File: config.mk
export PLATFORM = sky130hd
export DESIGN_NAME = dcache_arrays
export DESIGN_NICKNAME = d
export VERILOG_FILES = /design/src/design/dcache_pkg.sv /design/src/design/dcache_arrays.sv
export SDC_FILE = /design/constraint.sdc
export NUM_CORES = 2
export LEC_CHECK = 0
export ABC_CLOCK_PERIOD_IN_PS = 3000
export BUFFER_PORTS_ARGS = -buffer_cell sky130_fd_sc_hd__buf_2
export CAP_MARGIN = 20
export CORE_AREA = 5 5 673 675
export CTS_BUF_LIST = sky130_fd_sc_hd__clkbuf_16
export DETAILED_ROUTE_END_ITERATION = 16
export DIE_AREA = 0 0 678 680
export SYNTH_ARGS = -nofsm -noshare
export SYNTH_HDL_FRONTEND = slang
export SYNTH_MEMORY_MAX_BITS = 65536
export SYNTH_SLANG_ARGS = --single-unit
File: constraint.sdc
create_clock -name clk -period 3 [get_ports clk]
set_input_delay 0.6 -clock clk [delete_from_list [all_inputs] [get_ports clk]]
set_output_delay 0.6 -clock clk [all_outputs]
set_load 0.02 [all_outputs]
File: src/design/dcache_pkg.sv
package dcache_pkg;

    // byte address and data word
    typedef logic [31:0] addr_t;
    typedef logic [31:0] word_t;

    // four words, word 0 in the low bits
    typedef logic [127:0] line_t;

    // byte enables of one word
    typedef logic [3:0] mask_t;

    // tag for the default 16 sets, address bits 31 down to 8
    typedef logic [23:0] tag_t;

    // word offset is address bits 3 down to 2
    localparam int BANK_WIDTH = 2;
    localparam int NUM_BANKS = 1 << BANK_WIDTH;

    // byte-in-line bits
    localparam int OFFSET_WIDTH = 4;

    // fixed by the single lru bit per set
    localparam int NUM_WAYS = 2;

    typedef enum logic [1:0] {
        idle,
        wait_mem,
        install
    } refill_state_t;

endpackage

File: src/design/dcache_arrays.sv
`timescale 1ns/1ps

module dcache_arrays #(
    parameter int SET_WIDTH = 4,
    localparam int TAG_WIDTH = 32 - SET_WIDTH - dcache_pkg::OFFSET_WIDTH
) (
    input  logic clk,
    input  logic rst,
    input  logic rd_en,
    input  logic [SET_WIDTH-1:0] rd_index,
    output logic [dcache_pkg::NUM_WAYS-1:0][TAG_WIDTH-1:0] rd_tags,
    output logic [dcache_pkg::NUM_WAYS-1:0] rd_valid,
    output logic [dcache_pkg::NUM_WAYS-1:0] rd_dirty,
    output logic rd_lru,
    output dcache_pkg::line_t [dcache_pkg::NUM_WAYS-1:0] rd_data,
    input  logic wr_en,
    input  logic wr_way,
    input  logic [SET_WIDTH-1:0] wr_index,
    input  logic [TAG_WIDTH-1:0] wr_tag,
    input  logic wr_valid_set,
    input  logic wr_dirty_value,
    input  dcache_pkg::line_t wr_data,
    input  dcache_pkg::mask_t [dcache_pkg::NUM_BANKS-1:0] wr_word_mask,
    input  logic lru_en,
    input  logic [SET_WIDTH-1:0] lru_index,
    input  logic lru_way
);
    import dcache_pkg::*;

    localparam int NUM_SETS = 1 << SET_WIDTH;
    localparam int WORD_BITS = $bits(word_t);
    localparam int BYTES_PER_WORD = $bits(mask_t);

    logic [TAG_WIDTH-1:0] tag_mem [NUM_WAYS][NUM_SETS];
    line_t data_mem [NUM_WAYS][NUM_SETS];
    logic [NUM_SETS-1:0][NUM_WAYS-1:0] valid_q;
    logic [NUM_SETS-1:0][NUM_WAYS-1:0] dirty_q;
    logic [NUM_SETS-1:0] lru_q;

    // tag only changes on a line install
    always_ff @(posedge clk) begin
        if (wr_en) begin
            if (wr_valid_set) begin
                tag_mem[wr_way][wr_index] <= wr_tag;
            end
            for (int b = 0; b < NUM_BANKS; b++) begin
                for (int k = 0; k < BYTES_PER_WORD; k++) begin
                    if (wr_word_mask[b][k]) begin
                        data_mem[wr_way][wr_index][b*WORD_BITS + k*8 +: 8] <=
                            wr_data[b*WORD_BITS + k*8 +: 8];
                    end
                end
            end
        end
    end

    // both ways of the set, read together
    always_ff @(posedge clk) begin
        if (rd_en) begin
            for (int w = 0; w < NUM_WAYS; w++) begin
                rd_tags[w] <= tag_mem[w][rd_index];
                rd_data[w] <= data_mem[w][rd_index];
            end
        end
    end

    always_ff @(posedge clk or posedge rst) begin
        if (rst) begin
            valid_q <= '0;
            dirty_q <= '0;
            lru_q <= '0;
            rd_valid <= '0;
            rd_dirty <= '0;
            rd_lru <= 1'b0;
        end else begin
            if (wr_en) begin
                if (wr_valid_set) begin
                    valid_q[wr_index][wr_way] <= 1'b1;
                end
                dirty_q[wr_index][wr_way] <= wr_dirty_value;
            end
            if (lru_en) begin
                lru_q[lru_index] <= lru_way;
            end
            if (rd_en) begin
                rd_valid <= valid_q[rd_index];
                rd_dirty <= dirty_q[rd_index];
                // hit on the same set in this cycle is the newer value
                rd_lru <= (lru_en && lru_index == rd_index) ? lru_way : lru_q[rd_index];
            end
        end
    end

endmodule

==> metrics.cfg <==
[outcome]
status=completed

[timing]
fmax_mhz=399.8
period_minus_slack_ns=2.501
skew_ns=0.03555
tns_ns=0
rsz0062_at_grt=false
slew_violations=0
finalHoldViolCount=0
worst_slew_pin_slew_ns=0.8647
slew_headroom=0.4235
fin_crit_sh=0.8338
finalSetupViolCount=0

[layout]
drive_gt1_frac=0.3382
final_cell_mix=edfxtp_1, mux4_2, clkbuf_16, and2_1, buf_2
final_nets=9900
final_common_cell=edfxtp_1
final_util=0.5223
area_growth_pct=16.60

[synthesis]
ys_warn_count=0
synthFlopType=edfxtp_1
synth_seq_area_share=0.7859
synth_area_leaders=edfxtp_1, mux4_2, and2_1
synthCells=8453
synth_cell_types=29
synth_top_area_cell=edfxtp_1
synthesis.area_mm2=0.2002
synth-seq-cells=5253
synth_edf_count=5168
async_flop_share=0.01618
syn_nets=8642
netlist.area_leader.share=0.7753
postSynthAreaPerCell_um2=23.68

[pwr]
leakage_nw=75.82
irDropWorstVdd_uv=653.6
p_per_area_mw_per_mm2=669.0

[worst_setup_path]
crit_buf_inv=1
criticalPathCategory=flop to output pin
crit_required_ns=2.40
crit_path_start_kind=flop
end_kind=output pin
slowest_delay_ns=0.63
critPathTopFamily=flip-flops
crit_fanout=2
cp.arrival_ns=1.90
crit_chain=buf_2
cp_slowest_cell=dfrtp_1

[floorplanning]
ioPinCount=498
die_area_mm2=0.4610
fp.dieW_um=678
die_h_um=680
initial_utilization=0.4479
row_count=246
core-area_mm2=0.4469

[grt]
grt_max_degree=86
grt_antenna_before_repair=108
grt_pass1_wl_mm=730.9
grt-ovfl-total=0
grt_pass1_vias=96560
grt_usage=0.2207

[route]
wl_per_cell_um=31.73
dr.max_layer_used=met5
first_pass_iters=5
ant_nets=0
viasPerCell=5.802
drt-total-wl_mm=513.7
wl_met3_mm=41.32
met1_length_mm=202.6
drc=0
drt_iter0_markers=10240
vias=93950
wl_met2_mm=255.0

[cts]
post-cts-setup-buffer-count=0
clock-sinks=5253
cts_tree=yes
clock-root-buffer=clkbuf_16
clk_pin_slew_ns=0.06
numCtsBuffers=550
clk-insertion-delay-late_ns=1.02
clockBufferDepth=4
cts_resized=0
h-tree-depth=6

[placed_design]
dpl.hpwl_mm=323.8
port_buffers=497
gp_congestion=0.7982

[hold_path]
hold_path.class=input pin to flop

[run]
drv_cap=0

## synth_stat cells (5+ instances only)
library cell,count
a21oi_1,147
mux2i_1,153
buf_4,35
buf_2,111
dfrtp_1,85
mux4_2,1393
nand3_1,7
a21o_1,28
nor2b_1,150
nand2_1,9
nor2_1,49
edfxtp_1,5168
or2_2,5
buf_6,52
and2_1,544
a211oi_1,147
buf_1,23
mux2_2,53
clkbuf_1,268
## state kept, by name, indices dropped and copies added, names as in the netlist
signal and cells:
rd_valid 2, rd_data 256, tag_mem 768, data_mem 4096
dirty_q 32, valid_q 32, rd_tags 48, rd_dirty 2
rd_lru 1, lru_q 16
## kinds of logic (layout without fill, tap and decap cells)
logic type / Yosys count / count (layout) / synth area share
other: 0 / 96 / 0
AOI/OAI and AO/OA: 328 / 328 / 0.01053
muxes: 1599 / 1599 / 0.1674
xor gates and xnor gates: 4 / 4 / 0.0001750
and+or+nand+nor: 777 / 777 / 0.02353
DFF: 5253 / 5253 / 0.7859
buffers and inverters: 492 / 2184 / 0.01253
## layout make-up
| cell class | instances | area [um2] |
|---|---|---|
| Fill cell | 34250 | 213500 |
| Antenna cell | 96 | 240.2 |
| Tap cell | 5952 | 7447 |
| Multi-Input combinational cell | 2708 | 40630 |
| Clock inverter | 421 | 3263 |
| Clock buffer | 565 | 14140 |
| Inverter | 3 | 13.76 |
| Sequential cell | 5253 | 157300 |
| Timing Repair Buffer | 1195 | 10350 |
## where the power goes
group	switching, mW	internal [mW]
registers	0.598	81.8
logic	4.72	3.37
clock network	27.9	37.8
## final timing paths
path | cells after the start | from | to | slack [ns]
min in group asynchronous | 4 | rst | valid_q[29] | 0.36
setup / recovery | 1 | rd_dirty[0] | rd_dirty[0] | 0.50
hold reg to reg | 1 | valid_q[17] | valid_q[17] | 0.45
max in group asynchronous | 4 | rst | lru_q[0] | 2.16
hold / removal | 1 | wr_data[107] | data_mem[1][107] | 0.1
setup reg to reg | 5 | data_mem[0][1943] | rd_data[23] | 1.02
## stage by stage
step	setup slack [ns]	cell area (um2)	hold slack, ns	cells	power [mW]
after CTS	0.3826	233200	0.003392	16100	157.6
after global placement	-0.09064	215600	0.4321	15090	91.92
after global routing	0.4220	233200	0.04768	16120	161.2
final	0.4987	233400	0.09630	16190	156.2
after detailed placement	-0.1207	215600	0.4424	15090	92.13
after floorplan	0.2065	200200	0.4226	8453	88.01
## layer usage
layer,global-route usage,vias up
met2,0.3626,3889
li1,-,38440
met3,0.04321,741
met5,0,-
met1,0.3038,50850
met4,0.06166,38
## timing repair
action	in CTS	in global routing
endpoints found under the setup margin	0	0
endpoints found under the hold margin	182	0
hold buffers	20	0
(Power assumes the default switching activity.)
