**src/design/dcache_pkg.sv**
```systemverilog
package dcache_pkg;

    // byte address and data word
    typedef logic [31:0] addr_t;
    typedef logic [31:0] word_t;

    // four words, word 0 in the low bits
    typedef logic [127:0] line_t;

    // byte enables of one word
    typedef logic [3:0] mask_t;

    // tag for the default 16 sets, address bits 31 down to 8
    typedef logic [23:0] tag_t;

    // word offset is address bits 3 down to 2
    localparam int BANK_WIDTH = 2;
    localparam int NUM_BANKS = 1 << BANK_WIDTH;

    // byte-in-line bits
    localparam int OFFSET_WIDTH = 4;

    // fixed by the single lru bit per set
    localparam int NUM_WAYS = 2;

    typedef enum logic [1:0] {
        idle,
        wait_mem,
        install
    } refill_state_t;

endpackage

```
**src/design/dcache_load_pipe.sv**
```systemverilog
`timescale 1ns/1ps

module dcache_load_pipe #(
    parameter int SET_WIDTH = 4,
    localparam int TAG_WIDTH = 32 - SET_WIDTH - dcache_pkg::OFFSET_WIDTH
) (
    input  logic clk,
    input  logic rst,
    input  logic accept,
    input  dcache_pkg::addr_t addr,
    input  logic [dcache_pkg::NUM_WAYS-1:0][TAG_WIDTH-1:0] rd_tags,
    input  logic [dcache_pkg::NUM_WAYS-1:0] rd_valid,
    input  dcache_pkg::line_t [dcache_pkg::NUM_WAYS-1:0] rd_data,
    output logic resp_valid,
    output logic hit,
    output dcache_pkg::word_t data,
    output logic miss_valid,
    output dcache_pkg::addr_t miss_addr,
    output logic lru_en,
    output logic lru_way
);
    import dcache_pkg::*;

    logic s1_valid;
    addr_t s1_addr;
    logic [NUM_WAYS-1:0] way_hit;
    logic s1_hit;
    logic hit_way;
    logic [BANK_WIDTH-1:0] bank;
    word_t hit_word;

    always_ff @(posedge clk or posedge rst) begin
        if (rst) begin
            s1_valid <= 1'b0;
        end else begin
            s1_valid <= accept;
        end
    end

    always_ff @(posedge clk) begin
        if (accept) begin
            s1_addr <= addr;
        end
    end

    always_comb begin
        for (int w = 0; w < NUM_WAYS; w++) begin
            way_hit[w] = rd_valid[w] && rd_tags[w] == s1_addr[31 -: TAG_WIDTH];
        end
    end

    assign s1_hit = |way_hit;
    // two ways, so the upper hit bit is the way number
    assign hit_way = way_hit[1];
    assign bank = s1_addr[OFFSET_WIDTH-1 -: BANK_WIDTH];
    assign hit_word = rd_data[hit_way][bank*$bits(word_t) +: $bits(word_t)];

    always_ff @(posedge clk or posedge rst) begin
        if (rst) begin
            resp_valid <= 1'b0;
            hit <= 1'b0;
        end else begin
            resp_valid <= s1_valid;
            hit <= s1_valid & s1_hit;
        end
    end

    always_ff @(posedge clk) begin
        if (s1_valid) begin
            data <= hit_word;
        end
    end

    assign miss_valid = s1_valid & ~s1_hit;
    assign miss_addr = s1_addr;
    assign lru_en = s1_valid & s1_hit;
    assign lru_way = hit_way;

endmodule

```
**config.mk**
```make
export PLATFORM = sky130hd
export DESIGN_NAME = dcache_load_pipe
export DESIGN_NICKNAME = d
export VERILOG_FILES = /design/src/design/dcache_pkg.sv /design/src/design/dcache_load_pipe.sv
export SDC_FILE = /design/constraint.sdc
export NUM_CORES = 1
export LEC_CHECK = 0
export BUFFER_PORTS_ARGS = -buffer_cell sky130_fd_sc_hd__buf_2
export CAP_MARGIN = 20
export CORE_AREA = 2 2 158 160
export DETAILED_ROUTE_END_ITERATION = 10
export DIE_AREA = 0 0 160 162
export GPL_TIMING_DRIVEN = 0
export PLACE_DENSITY = 0.56
export RECOVER_POWER = 25
export SYNTH_ARGS = -nofsm -noshare
export SYNTH_HDL_FRONTEND = slang
export SYNTH_SLANG_ARGS = --single-unit
```
**constraint.sdc**
```tcl
create_clock -name clk -period 1.7 [get_ports clk]
set_input_delay 0.34 -clock clk [delete_from_list [all_inputs] [get_ports clk]]
set_output_delay 0.34 -clock clk [all_outputs]
set_load 0.05 [all_outputs]
```
# After elaboration in Yosys (flattened, before gate mapping)
# Cells that the tools add are included.
[word_totals]
regBits = 67
in_bits = 341
out_inout_bits = 69
wordCells = 17
[op_classes]
magnitude_cmp = 1
eq_ne = 2
shift = 1
n_mux = 2
n_bitwise = 3
reduce_logical = 3
[ops]
columns = ["cell", "count"]
rows = [
  ["$mux 128", 2],
  ["$shiftx 128x8->32", 1],
  ["$eq 24x24->1", 2],
  ["$and 1x1->1", 2],
  ["$logic_and 1x1->1", 2],
  ["$lt 1x2->1 const B", 1],
  ["$reduce_or 2->1", 1],
  ["$not 1->1", 1],
]

# Longest topological paths before layout
[logic_depth]
word_depth = 5
mapped_depth = 6
depth_no_buf = 5

# Worst setup path before layout
# Ideal clock, no wire load.
[synth_timing]
kind = "register -> output"
from = "register s1_addr[20] (netlist: miss_addr[20])"
to = "output lru_en"
arrival_ns = 2.645
t_required_ns = 1.360
slack_ns = -1.285
path_stages_with_launch = 6
n_path_buf = 0
cell_sequence = "edfxtp_1 > xor2_1 > nor4_1 > and3_1 > nand4_1 > a21boi_0"
[synth_via]
elab_chain_len = 4
word_cells_on_any_way = 6
classes_between = "2 x eq/ne; 1 x bitwise; 3 x reduce/logical"
[synth_rtl]
columns = ["item", "line", "text"]
rows = [
  ["start, declared", "dcache_load_pipe.sv:25", "addr_t s1_addr;"],
  ["start signal, assigned", "dcache_load_pipe.sv:42", "s1_addr <= addr;"],
  ["$eq 24x24->1", "dcache_load_pipe.sv:48", "way_hit[w] = rd_valid[w] && rd_tags[w] == s1_addr[31 -: TAG_WIDTH];"],
  ["$logic_and 1x1->1", "dcache_load_pipe.sv:48", ""],
  ["$reduce_or 2->1 (*)", "dcache_load_pipe.sv:52", "assign s1_hit = |way_hit;"],
  ["$and 1x1->1 (*)", "dcache_load_pipe.sv:76", "assign lru_en = s1_valid & s1_hit;"],
  ["end, declared", "dcache_load_pipe.sv:19", "output logic lru_en,"],
]
# Mark *: on every way between the ends. The rest lies on a longest branch, timed or not.

# Worst setup path after layout
[layout_timing]
from = "register s1_addr[8] (netlist: miss_addr[8])"
to = "output miss_valid"
[layout_via]
elab_chain_len = 5
word_cells_on_any_way = 7
classes_between = "2 x eq/ne; 2 x bitwise; 3 x reduce/logical"
[layout_rtl]
columns = ["item", "line", "text"]
rows = [
  ["$eq 24x24->1", "dcache_load_pipe.sv:48", ""],
  ["$logic_and 1x1->1", "dcache_load_pipe.sv:48", ""],
  ["$reduce_or 2->1 (*)", "dcache_load_pipe.sv:52", ""],
  ["$not 1->1 (*)", "dcache_load_pipe.sv:74", "assign miss_valid = s1_valid & ~s1_hit;"],
  ["$and 1x1->1 (*)", "dcache_load_pipe.sv:74", ""],
  ["end, declared", "dcache_load_pipe.sv:17", "output logic miss_valid,"],
]
# Marked as above.

==> results.ini <==
[outcome]
run_status = complete, but fails checks
violated_checks = setup timing

[global_route]
first_global_vias = 4774
maximum_number_of_pins_on_one_net_before_global_route_repair = 36
grt_use_total_pct = 14.8
grt_antenna_before_repair = 3
total_congestion_overflow = 0
grt_first_pass_wirelength_um = 28100

[timing]
final.min_clock_period_ns = 2.43
grt_setup_unrepaired = true
timing.final.crit_share_pct = 143
totalNegativeSetupSlack_ns = -18.35
final-hold-violation-count = 0
worst_slew_pin_slew_ns = 0.924
setup_slack_ns = -0.733
timing_max_transition_violations_final = 0
timing.max_slew.rel_slack_pct = 38.4
fin_worst_skew_ns = 0.0106
timing.final.setup_violations = 35
clock.fmax_mhz = 411

[clock_tree]
clock-root-buffer = sky130_fd_sc_hd__clkbuf_16
clock-sinks = 67
clkSlewWorstSetupHoldPaths_ns = 0.06
numCtsBuffers = 9
cts.path.max_buffers = 2
cts_tree = built
htreeDepth = 3
clock_insertion_delay_worst_skew_ns = 0.34

[synth]
number_of_storage_elements_in_the_synthesis_netlist = 67
syn_nets = 598
avgSynthCellArea_um2 = 18.0
synth_edf_count = 64
synth_top_area_cells = sky130_fd_sc_hd__edfxtp_1 42%, sky130_fd_sc_hd__mux4_2 31%, sky130_fd_sc_hd__mux2_4 9.7%
synth.cell_area_um2 = 4630
yosysWarnings = 0
synthArstFlopShare_pct = 4.48
sequential_element_share_of_the_synthesized_area_pct = 43.2
synth-main-ff-cell = sky130_fd_sc_hd__edfxtp_1
ys_top_cells_by_count = 64 x sky130_fd_sc_hd__edfxtp_1, 64 x sky130_fd_sc_hd__mux4_2, 34 x sky130_fd_sc_hd__xor2_1
synth_top_area_share_pct = 41.5
synth_cell_types = 19
postSynthCellCount = 257
synthDominantAreaCellType = sky130_fd_sc_hd__edfxtp_1

[worst_setup_path]
critPathArrivalTime_ns = 2.09
critical_path.startpoint = miss_addr[8]$_DFFE_PP_
timing.critical_path.to_type = output pin
crit_fanout = 3
ff2ff_setup_slack_ns = -0.53
critical_path_class = reg -> out
critical_path.cell_chain = xor2_1, nor4_1, and3_2, nand4_1, and3_4, buf_6
cp-start-kind = flop
cp_slowest_cell = sky130_fd_sc_hd__edfxtp_1
crit_path_max_incr_delay_ns = 0.45
reg2regPathDepth = 8
regToRegEndpoint = data[2]$_DFFE_PP_
timing.critical_path.to = miss_valid
cp.required_ns = 1.36
worstReg2RegStart = miss_addr[12]$_DFFE_PP_

[place]
placement.setup.worst_slack_ns = -0.782
port_buffers = 409
dp_hpwl_um = 16300
gp_congestion = 0.900

[finish]
syn_to_final_growth_pct = 65.8
fin_nets = 1033
layout-drive-gt1-share_pct = 79.9

[pwr]
power_leakage_nw = 3.57
power.ir.vdd_worst_mv = 0.296
power_density_nw_per_um2 = 745

[min_path]
hold_path.class = in -> reg

[detailed_routing]
drt.antenna.violating_nets = 0
vias_per_cell = 4.32
drt_first_pass_iters = 5
totalWireLength_um = 19700
first_iter_violations = 181
detailed_route_drc_error_count = 0
wl_per_cell_um = 19.3
num_vias = 4402

[flow_run]
maxCapViolCount = 0

[floorplan]
row_cnt = 57
io_pins = 410
placeableCoreArea_um2 = 24100
floorplan.die_area_um2 = 25900
floorplan.die.width_um = 160
initial_util_pct = 19.2
die-height_um = 162

==> kinds of logic after synthesis <==
kind of cell	count (synthesis)	share of synthesized area, %
buffers and inverters	19	2.22
multiplexers	96	41.4
AO/OA/AOI/OAI	1	0.162
flip-flops	67	43.2
XOR/XNOR	48	9.09
AND/OR/NAND/NOR	26	3.98
==> stage by stage <==
stage	instances	utilization (%)	area (µm²)	hold WS [ns]	power, W
2_1_floorplan	257	-	4670	0.0936	0.00330
3_3_place_gp	990	29.5	7120	0.228	0.00402
3_5_place_dp	990	29.5	7120	0.234	0.00403
4_1_cts	1015	31.6	7620	0.153	0.00581
5_1_grt	1020	31.8	7670	0.156	0.00598
6_report	1020	31.8	7670	0.174	0.00571
==> layout make-up <==
cell class,instances,area (µm²)
multi-input cells,171,2580
fillers,2518,16400
clock inverters,4,20.0
repair buffers,424,2260
well taps,324,405
plain buffers,17,159
flip-flops and latches,67,2000
clock buffers,10,229
inverters,2,7.51
diodes,1,2.50
==> worst min-delay path by stage <==
stage	slack (ns)	to	cells past startpoint	start
floorplan	0.09	hit$_DFF_PP0_	1	rst
global route	0.16	miss_addr[21]$_DFFE_PP_	1	addr[21]
CTS	0.15	miss_addr[21]$_DFFE_PP_	1	addr[21]
finish	0.17	miss_addr[20]$_DFFE_PP_	1	addr[20]
detailed placement	0.23	hit$_DFF_PP0_	2	rst
global placement	0.23	s1_valid$_DFF_PP0_	2	rst
==> layout by cell type, fill, tap and decap left out, drive strengths merged, types with 2 or more instances in the layout <==
cell type  netlist  final
inv              2      2
nor4            12     12
and3             4      4
clkinv           0      3
mux4            64     64
xor2            34     34
nor3             3      3
nand4            6      6
xnor2           14     14
buf             10    430
dfrtp            3      3
clkbuf           7     20
edfxtp          64     64
mux2            32     32
==> where the power goes <==
group / switching, W / total [W] / internal, W
logic: 0.00103 / 0.00194 / 0.000915
registers: 0.0000985 / 0.00208 / 0.00199
clock network: 0.000729 / 0.00169 / 0.000959
total: 0.00185 / 0.00571 / 0.00386
==> worst max-delay path: cells and delay by family (launching register included) <==
| family | cells | cell delay, ns |
|---|---|---|
| DFF | 1 | 0.45 |
| and+or+nand+nor | 4 | 0.98 |
| xor gates and xnor gates | 1 | 0.17 |
| buffers and inverters | 1 | 0.15 |
==> routing by layer <==
metal	routed length [µm]	share of wire, %	vias up	global-route usage, %
li1	-	-	1966	-
met1	7900	40	2143	17.1
met2	10000	51	254	26.1
met3	1390	7.1	35	4.03
met4	380	1.9	4	5.57
met5	18	0.091	-	0
==> registers in the layout, summed over array words and instances, names as in the netlist <==
| register | count |
|---|---|
| s1_valid | 1 |
| miss_addr | 32 |
| data | 32 |
| hit | 1 |
| resp_valid | 1 |
==> what timing repair did <==
action,in CTS,in global routing
endpoints found under the hold margin,3,0
endpoints found under the setup margin,36,36
resized for setup,26,6
setup buffers,7,4
pin swaps,10,9
gates cloned,3,0
hold buffers,1,0
Note: power is estimated with default switching activity, not from simulation.
