==> config.mk <==
export PLATFORM = sky130hd
export DESIGN_NAME = dcache_store_pipe
export DESIGN_NICKNAME = d
export VERILOG_FILES = /design/src/design/dcache_pkg.sv /design/src/design/dcache_store_pipe.sv
export SDC_FILE = /design/constraint.sdc
export NUM_CORES = 1
export LEC_CHECK = 0
export ABC_AREA = 1
export BUFFER_PORTS_ARGS = -buffer_cell sky130_fd_sc_hd__buf_2
export CAP_MARGIN = 0
export CELL_PAD_IN_SITES_DETAIL_PLACEMENT = 2
export CELL_PAD_IN_SITES_GLOBAL_PLACEMENT = 2
export CORE_MARGIN = 1.5
export CORE_UTILIZATION = 19
export CTS_CLUSTER_DIAMETER = 200
export DETAILED_ROUTE_END_ITERATION = 10
export PLACE_DENSITY_LB_ADDON = 0.1
export SYNTH_ARGS = -nofsm -noshare
export SYNTH_HDL_FRONTEND = slang
export SYNTH_SLANG_ARGS = --single-unit
==> constraint.sdc <==
create_clock -name clk -period 1.4 [get_ports clk]
set_clock_uncertainty 0.2 [all_clocks]
set_input_delay 0.07 -clock clk [delete_from_list [all_inputs] [get_ports clk]]
set_output_delay 0.07 -clock clk [all_outputs]
set_load 0.05 [all_outputs]
==> src/design/dcache_pkg.sv <==
package dcache_pkg;

    // byte address and data word
    typedef logic [31:0] addr_t;
    typedef logic [31:0] word_t;

    // four words, word 0 in the low bits
    typedef logic [127:0] line_t;

    // byte enables of one word
    typedef logic [3:0] mask_t;

    // tag for the default 16 sets, address bits 31 down to 8
    typedef logic [23:0] tag_t;

    // word offset is address bits 3 down to 2
    localparam int BANK_WIDTH = 2;
    localparam int NUM_BANKS = 1 << BANK_WIDTH;

    // byte-in-line bits
    localparam int OFFSET_WIDTH = 4;

    // fixed by the single lru bit per set
    localparam int NUM_WAYS = 2;

    typedef enum logic [1:0] {
        idle,
        wait_mem,
        install
    } refill_state_t;

endpackage

==> src/design/dcache_store_pipe.sv <==
`timescale 1ns/1ps

module dcache_store_pipe #(
    parameter int SET_WIDTH = 4,
    localparam int TAG_WIDTH = 32 - SET_WIDTH - dcache_pkg::OFFSET_WIDTH
) (
    input  logic clk,
    input  logic rst,
    input  logic accept,
    input  dcache_pkg::addr_t addr,
    input  dcache_pkg::word_t data,
    input  dcache_pkg::mask_t mask,
    input  logic [dcache_pkg::NUM_WAYS-1:0][TAG_WIDTH-1:0] rd_tags,
    input  logic [dcache_pkg::NUM_WAYS-1:0] rd_valid,
    output logic busy,
    output logic done,
    output logic hit,
    output logic wr_en,
    output logic wr_way,
    output logic [SET_WIDTH-1:0] wr_index,
    output dcache_pkg::line_t wr_data,
    output dcache_pkg::mask_t [dcache_pkg::NUM_BANKS-1:0] wr_word_mask,
    output logic miss_valid,
    output dcache_pkg::addr_t miss_addr,
    output logic lru_en,
    output logic lru_way
);
    import dcache_pkg::*;

    logic s1_valid;
    addr_t s1_addr;
    word_t s1_data;
    mask_t s1_mask;
    logic [NUM_WAYS-1:0] way_hit;
    logic s1_hit;

    always_ff @(posedge clk or posedge rst) begin
        if (rst) begin
            s1_valid <= 1'b0;
            done <= 1'b0;
            hit <= 1'b0;
        end else begin
            s1_valid <= accept;
            done <= s1_valid;
            hit <= s1_valid & s1_hit;
        end
    end

    always_ff @(posedge clk) begin
        if (accept) begin
            s1_addr <= addr;
            s1_data <= data;
            s1_mask <= mask;
        end
    end

    always_comb begin
        for (int w = 0; w < NUM_WAYS; w++) begin
            way_hit[w] = rd_valid[w] && rd_tags[w] == s1_addr[31 -: TAG_WIDTH];
        end
    end

    assign s1_hit = |way_hit;
    assign busy = s1_valid | done;

    // masked write into the hit way, sets dirty
    assign wr_en = s1_valid & s1_hit;
    assign wr_way = way_hit[1];
    assign wr_index = s1_addr[OFFSET_WIDTH +: SET_WIDTH];
    assign wr_data = {NUM_BANKS{s1_data}};

    always_comb begin
        wr_word_mask = '0;
        wr_word_mask[s1_addr[OFFSET_WIDTH-1 -: BANK_WIDTH]] = s1_mask;
    end

    assign miss_valid = s1_valid & ~s1_hit;
    assign miss_addr = s1_addr;
    assign lru_en = wr_en;
    assign lru_way = way_hit[1];

endmodule

## Yosys cells after proc, flatten, opt, wreduce, memory -nomap -nowiden

Index checks and enable logic that the tools add are counted.

- Bits in read-only memories: 0
- Bits in latches: 0
- Bits of input ports: 121
- Memories: 0
- Register bits: 71
- Memory bits (writable): 0

- Magnitude comparators: 2
- Shift operators: 0
- Bitwise logic cells: 5
- Reduce and logical (&&, ||, !) cells: 4
- Mux-type cells: 2
- $mul: 0
- Add/subtract/negate cells: 0
- Div/mod/pow operators: 0
- Eq/ne operators: 2

Operators by type and width:

| operator | number |
|---|---|
| equality test 24 bit | 2 |
| bitwise AND 16 bit | 1 |
| demux 4 bit (select 2 bit) | 1 |
| two-way mux 4 bit | 1 |
| logical AND 1 bit | 3 |
| < comparator 2 x 3 -> 1 bit (second input constant) | 1 |
| bitwise AND 1 bit | 2 |
| greater-or-equal comparator 2 x 1 -> 1 bit (second input constant) | 1 |
| OR reduction 2 bit | 1 |
| NOT 1 bit | 1 |
| OR 1 bit | 1 |

## Depth between registers and ports, before layout

Gate-level depths: netlist of run 1.

- Depth after elaboration: 5
- Depth in mapped cells: 11

## Worst setup path before layout of run 1

No wires, ideal clock.

- Path kind: reg2out
- Start: register s1_addr[16] (netlist: miss_addr[16])
- End: output port wr_en
- Data arrival time: 2356 ps
- Path slack: -1226 ps
- Stages on the path, launching flop included: 10
- Path buffers: 1
- Required time: 1130 ps
- Cells stage by stage: edfxtp_1 inv_1 a21oi_1 nand2_1 nor2_1 nand3_1 nor2_4 nor2_2 nor2_2 buf_4

- Cells in the longest elaborated chain, start to end: 4
- Elaborated cells between the ends (all ways): 6
- Those cells by class: 2 x eq/ne; 1 x bitwise; 3 x reduce/logical

Ends and longest elaborated chain:

| item | line | text |
|---|---|---|
| from (decl) | dcache_store_pipe.sv:31 | `addr_t s1_addr;` |
| from (signal assigned) | dcache_store_pipe.sv:51 | `s1_addr <= addr;` |
| equality test 24 bit | dcache_store_pipe.sv:59 | `way_hit[w] = rd_valid[w] && rd_tags[w] == s1_addr[31 -: TAG_WIDTH];` |
| logical AND 1 bit | dcache_store_pipe.sv:59 |  |
| net lru_way | dcache_store_pipe.sv:26 | `output logic lru_way` |
| OR reduction 2 bit | dcache_store_pipe.sv:63 | `assign s1_hit = \|way_hit;` |
| bitwise AND 1 bit | dcache_store_pipe.sv:67 | `assign wr_en = s1_valid & s1_hit;` |
| to (decl) | dcache_store_pipe.sv:18 | `output logic wr_en,` |

The timed path passes the listed nets, and every way through them passes these cells.

## Final worst setup path of run 1

- Start: register s1_addr[22] (netlist: miss_addr[22])
- End: output port wr_en

- Cells in the longest elaborated chain, start to end: 4
- Elaborated cells between the ends (all ways): 6
- Those cells by class: 2 x eq/ne; 1 x bitwise; 3 x reduce/logical

Ends and longest elaborated chain:

| item | line |
|---|---|
| equality test 24 bit | dcache_store_pipe.sv:59 |
| logical AND 1 bit | dcache_store_pipe.sv:59 |
| OR reduction 2 bit * | dcache_store_pipe.sv:63 |
| bitwise AND 1 bit * | dcache_store_pipe.sv:67 |

Mark *: on every way between the ends. The rest lies on a longest branch, timed or not.

==> results of run 1 <==
-- power breakdown --
| group | internal, uW | switching, uW |
|---|---|---|
| sequential | 2520 | 161 |
| clock | 1590 | 1040 |
| combinational | 1040 | 2250 |
-- Yosys cell counts --
master | count | area (um2)
nor2_1 | 60 | 225.2
o21ai_0 | 4 | 20.02
nand4_1 | 2 | 12.51
inv_2 | 8 | 30.03
a21boi_0 | 1 | 7.510
xnor2_1 | 7 | 61.31
edfxtp_1 | 68 | 2042
nand2_1 | 158 | 593.1
buf_4 | 102 | 765.7
xor2_1 | 4 | 35.03
nand2_2 | 4 | 25.02
or2_2 | 2 | 12.51
nor2_2 | 4 | 25.02
nor2_4 | 2 | 22.52
a21oi_1 | 4 | 20.02
inv_1 | 68 | 255.2
nand3_1 | 12 | 60.06
nand3b_1 | 3 | 22.52
dfrtp_1 | 3 | 75.07
-- final timing paths --
kind / to / startpoint / depth (start not counted) / slack (ns)
worst max-delay path: wr_en / miss_addr[22] / 8 / -0.79
worst min-delay path: done / s1_valid / 0 / 0.23
worst max register to register: hit / miss_addr[22] / 8 / -0.41
worst min register to register: done / s1_valid / 0 / 0.23
max in group asynchronous: done / rst / 4 / 0.35
min in group asynchronous: hit / rst / 4 / 0.53
-- through the flow --
step	utilization	cell area, um2
global placement	0.2732	6017
CTS	0.3405	7501
detailed placement	0.2732	6017
finish	0.3502	7714
global route	0.3500	7709
floorplan	-	4477
-- layout by cell type, fill, tap and decap left out, types with 9 or more instances in the layout --
master         Yosys  final
dlygate4sd3_1      0     71
buf_8              0     24
nor2_4             2     20
clkbuf_16          0      9
buf_6              0     23
nor2_2             4     10
inv_2              8     12
buf_4            102     61
nor2_1            60     36
nand3_1           12     11
edfxtp_1          68     68
nand2_2            4     18
inv_1             68     64
nand2_1          158    139
buf_2              0    255
-- registers in the layout, indices dropped and copies added (netlist names) --
signal     count
s1_data       32
hit            1
done           1
s1_valid       1
s1_mask        4
miss_addr     32
-- cell families after synthesis --
| group | count (synthesis) | share of synthesized area |
|---|---|---|
| simple gates | 247 | 0.2316 |
| buf+inv | 178 | 0.2438 |
| flops | 71 | 0.4911 |
| xor+xnor | 11 | 0.02235 |
| compound gates | 9 | 0.01103 |
-- final cells by class --
cell class                 instances  share of cell area
tap                              280             0.04542
multi-input combinational        267              0.1836
antenna                            2           0.0006488
clock buffer                       9             0.02920
inverter                          76             0.03698
clock inverter                     7             0.01363
timing repair buffer             445              0.4161
sequential                        71              0.2745
-- critical path, stage by stage (launching register included) --
cell,delay [ns]
edfxtp_1,0.46
xnor2_2,0.22
nand2_1,0.11
nor2_1,0.13
nand3_2,0.13
nor2_4,0.14
nor2_2,0.06
nor2_4,0.15
buf_8,0.17
-- metal layers --
| layer | global-route usage | part of all wire | routed length [um] | up-vias |
|---|---|---|---|---|
| met4 | 0.03883 | 0.0085 | 167 | 2 |
| met5 | 0 | 0.00061 | 12 | - |
| li1 | - | - | - | 2187 |
| met1 | 0.1660 | 0.36 | 7061 | 2142 |
| met2 | 0.3305 | 0.57 | 11240 | 166 |
| met3 | 0.04510 | 0.058 | 1138 | 12 |
-- timing repair --
item,4_1_cts,5_1_grt
endpoints found under the setup margin,42,50
hold endpoints to repair,80,0
pin swaps,25,13
resized for setup,119,46
buffers inserted,11,12
hold buffers,71,0
==> impl_metrics.tcl, run 1 <==
set metrics [dict create \
    multi_input_area_um2 1416 \
    fin_total_pwr_uw 8604 \
    status "finished with violations" \
    num-fill-cells 2493 \
    drt-pass1-iter-count 4 \
    synth_seq_cells 71 \
    period_needed_ns 2.193 \
    holdWs_ns 0.2253 \
    drc_errors 0 \
    synth_nets 637 \
    portBuffers 308 \
    drt_iter0_markers 92 \
    cp-start-kind "flip-flop" \
    overflow 0 \
    clkTransAtPathRegs_ns 0.07 \
    dp_hpwl_um 15630 \
    ys_types 19 \
    place_inst 1054 \
    rsz0062_at_grt "true" \
    pwr_density_cell_nw_per_um2 1115 \
    worst_pin_slew_ns 0.3505 \
    ios 309 \
    die_x_um 153.6 \
    insertion_delay_ns 0.35 \
    crit_type "flip-flop to output port" \
    fp.coreArea_um2 22030 \
    cp_max_fo 4 \
    wl_um 19620 \
    relSlewSlack 0.7661 \
    yosysWarnings 0 \
    rows 54 \
    htree_levels 3 \
    drive_gt1_frac 0.5280 \
    grt_pass1_wl_um 29190 \
    critical_path_arrival_ns 1.92 \
    cts_sinks 71 \
    ant_nets 0 \
    fmax_ghz 0.4561 \
    avgRoutedWirePerCell_um 16.95 \
    fp.dieArea_um2 23600 \
    slew_viol_final 0 \
    seqCellArea_um2 2117 \
    die_h_um 153.6 \
    fin_crit_sh 1.566 \
    vias 4509 \
    setup_tns_ns -7.044 \
    hold_viol 0 \
    end_kind "output port" \
    maxCapViolations 0 \
    start_util 0.1957 \
    min_path_type "flip-flop to flip-flop" \
    cts_tree "built" \
    peakVddDrop_mv 0.5201 \
    violations "negative setup slack" \
    grt_antenna_before_repair 2 \
    p_leak_uw 0.003937 \
    first_global_vias 5193 \
    area_growth_pct 78.96 \
    yosysSeqAreaShare 0.4911 \
    synthCells 516 \
    place_congestion 0.7548 \
    fin_ws_ns -0.7927 \
    synth_area_um2 4310 \
    worstPathRequired_ns 1.13 \
    grt_max_degree 34 \
    avgSynthCellArea_um2 8.353 \
    groute.usage.overall 0.1648 \
    cts_buffers 9 \
    setup_viol 27 \
    clockRootBuffer "clkbuf_16" \
    finalNonFillerCells 1157 \
    layout.nets 991 \
    viasPerCell 3.897 \
    pre_cts_slack_ns -0.6537 \
    clock_path_buffers 2 \
]
(Power assumes the default switching activity.)
==> run 2: changes to the inputs <==
--- a/config.mk
+++ b/config.mk
@@ -15,6 +15,7 @@
 export CTS_CLUSTER_DIAMETER = 200
 export DETAILED_ROUTE_END_ITERATION = 10
 export PLACE_DENSITY_LB_ADDON = 0.1
+export REMOVE_ABC_BUFFERS = 1
 export SYNTH_ARGS = -nofsm -noshare
 export SYNTH_HDL_FRONTEND = slang
 export SYNTH_SLANG_ARGS = --single-unit
==> run 2 against run 1 <==
Cell area increased by 0.36%. Worst setup slack got worse by 0.057 ns. Die area did not move. The run still ends with negative setup slack left. First-iteration DRC count up 32%. Highest routed layer unchanged. Via count grew 0.78%. Flip-flop and latch count stayed put.
==> impl_metrics.tcl, run 2 (synthesized netlist as in run 1, its figures left out) <==
set metrics [dict create \
    min_path_cells 0 \
    slew_viol_final 0 \
    final_cell_mix "buf_2 (241), nand2_1 (141), buf_4 (74), dlygate4sd3_1 (71), edfxtp_1 (68)" \
    area_growth_pct 79.59 \
    htree_levels 3 \
    crit_top_cell "nand2_1" \
    place_congestion 0.8121 \
    start_util 0.1957 \
    cp-start-kind "flip-flop" \
    first_global_vias 5151 \
    crit_end "wr_en" \
    slowest_delay_ns 0.48 \
    maxCapViolations 0 \
    vias 4544 \
    ant_nets 0 \
    grt_max_degree 35 \
    period_needed_ns 2.250 \
    cp-startpoint "miss_addr[27]" \
    wl_um 20870 \
    cts_buffers 9 \
    groute.usage.overall 0.1733 \
    dp_hpwl_um 16400 \
    drc_errors 0 \
    grt_busiest_layer "met2" \
    r2r-end "hit" \
    min_path_type "flip-flop to flip-flop" \
    cpMaxStageDelayCell "edfxtp_1" \
    setup_viol 29 \
    peakVddDrop_mv 0.5496 \
    stdcell_area_um2 7741 \
    overflow 0 \
    clkTransAtPathRegs_ns 0.07 \
    fin_crit_sh 1.607 \
    cp_max_fo 6 \
    place_inst 1062 \
    drive_gt1_frac 0.5345 \
    rows 54 \
    fp.dieArea_um2 23600 \
    placed_cell_area_um2 5914 \
    insertion_delay_ns 0.35 \
    critical_path_arrival_ns 1.98 \
    holdWs_ns 0.2188 \
    worst_pin_slew_ns 0.3586 \
    ios 309 \
    fin_ws_ns -0.8498 \
    status "finished with violations" \
    p_leak_uw 0.003941 \
    grt_pass1_wl_um 30530 \
    num-fill-cells 2489 \
    clockRootBuffer "clkbuf_16" \
    crit_chain "nand2_1 -> nand2_1 -> nor2_1 -> nand2_1 -> nor2_1 -> nand2_2 -> nor2_4 -> nor2_2 -> nor2_4 -> buf_6" \
    drt_iter0_markers 121 \
    cts_sinks 71 \
    viasPerCell 3.900 \
    hold_viol 0 \
    die_x_um 153.6 \
    grtUsageMet2 0.3310 \
    violations "negative setup slack" \
    rr_startpoint "miss_addr[27]" \
    drt-pass1-iter-count 4 \
    avgRoutedWirePerCell_um 17.92 \
    rsz0062_at_grt "true" \
    worst-r2r-setup-slack_ns -0.43 \
    finalNonFillerCells 1165 \
    crit_type "flip-flop to output port" \
    pwr_density_cell_nw_per_um2 1068 \
    fp.coreArea_um2 22030 \
    grt_util_met3 0.04707 \
    layout.nets 999 \
    portBuffers 308 \
    mostFrequentLayoutCell "buf_2" \
    use_met1 0.1825 \
    fmax_ghz 0.4445 \
    die_h_um 153.6 \
    clock_path_buffers 2 \
    end_kind "output port" \
    r2r_cells 10 \
    cts_tree "built" \
    grt_antenna_before_repair 4 \
    worstPathRequired_ns 1.13 \
    relSlewSlack 0.7607 \
]
## run 2: layout make-up
| class | instances | area (um2) | area share |
|---|---|---|---|
| antenna | 2 | 5.005 | 0.0006465 |
| sequential | 71 | 2117 | 0.2735 |
| clock buffer | 10 | 229.0 | 0.02958 |
| tap | 280 | 350.3 | 0.04526 |
| clock inverter | 6 | 45.04 | 0.005819 |
| timing repair buffer | 453 | 3298 | 0.4261 |
| inverter | 76 | 285.3 | 0.03685 |
| multi-input combinational | 267 | 1411 | 0.1823 |
## run 2: how the worst min path moves through the flow
stage	start	to	slack, ns
3_3_place_gp	rst	hit	-0.27
5_1_grt	data[7]	s1_data[7]	0.22
6_report	s1_valid	done	0.22
4_1_cts	rd_tags[16]	hit	0.18
3_5_place_dp	rst	hit	-0.24
2_1_floorplan	rst	done	-0.38
## run 2: stage by stage
stage               setup slack (ns)  power (uW)  setup TNS (ns)    util
floorplan                     -1.635        4513          -61.38       -
global placement             -0.5558        5541          -2.822  0.2685
detailed placement           -0.5809        5570          -3.021  0.2685
CTS                          -0.8097        8248          -7.569  0.3399
global route                 -0.9922        8611          -10.49  0.3513
finish                       -0.8498        8268          -8.160  0.3515
## run 2: per-layer routing
metal	vias to the layer above	wire length, um
met1	2147	7775
met4	4	380
met3	22	1239
met5	-	27
met2	169	11450
li1	2202	-
## run 2: power breakdown
group          total, uW  internal, uW  switching (uW)
clock               2230          1210            1020
sequential          2710          2520             189
combinational       3330          1060            2260
## run 2: worst max-delay path, delay by kind of cell (launching register included)
kind / cells / cell delay (ns)
buffers and inverters: 1 / 0.18
AND/OR/NAND/NOR: 9 / 0.97
flip-flops: 1 / 0.48
## run 2: what timing repair did
item                                   in CTS  in global routing
setup buffers                               9                 13
endpoints found under the hold margin      80                  0
setup endpoints to repair                  46                 58
pin swaps                                  11                 16
hold buffers                               71                  0
gates resized for setup                   157                 74
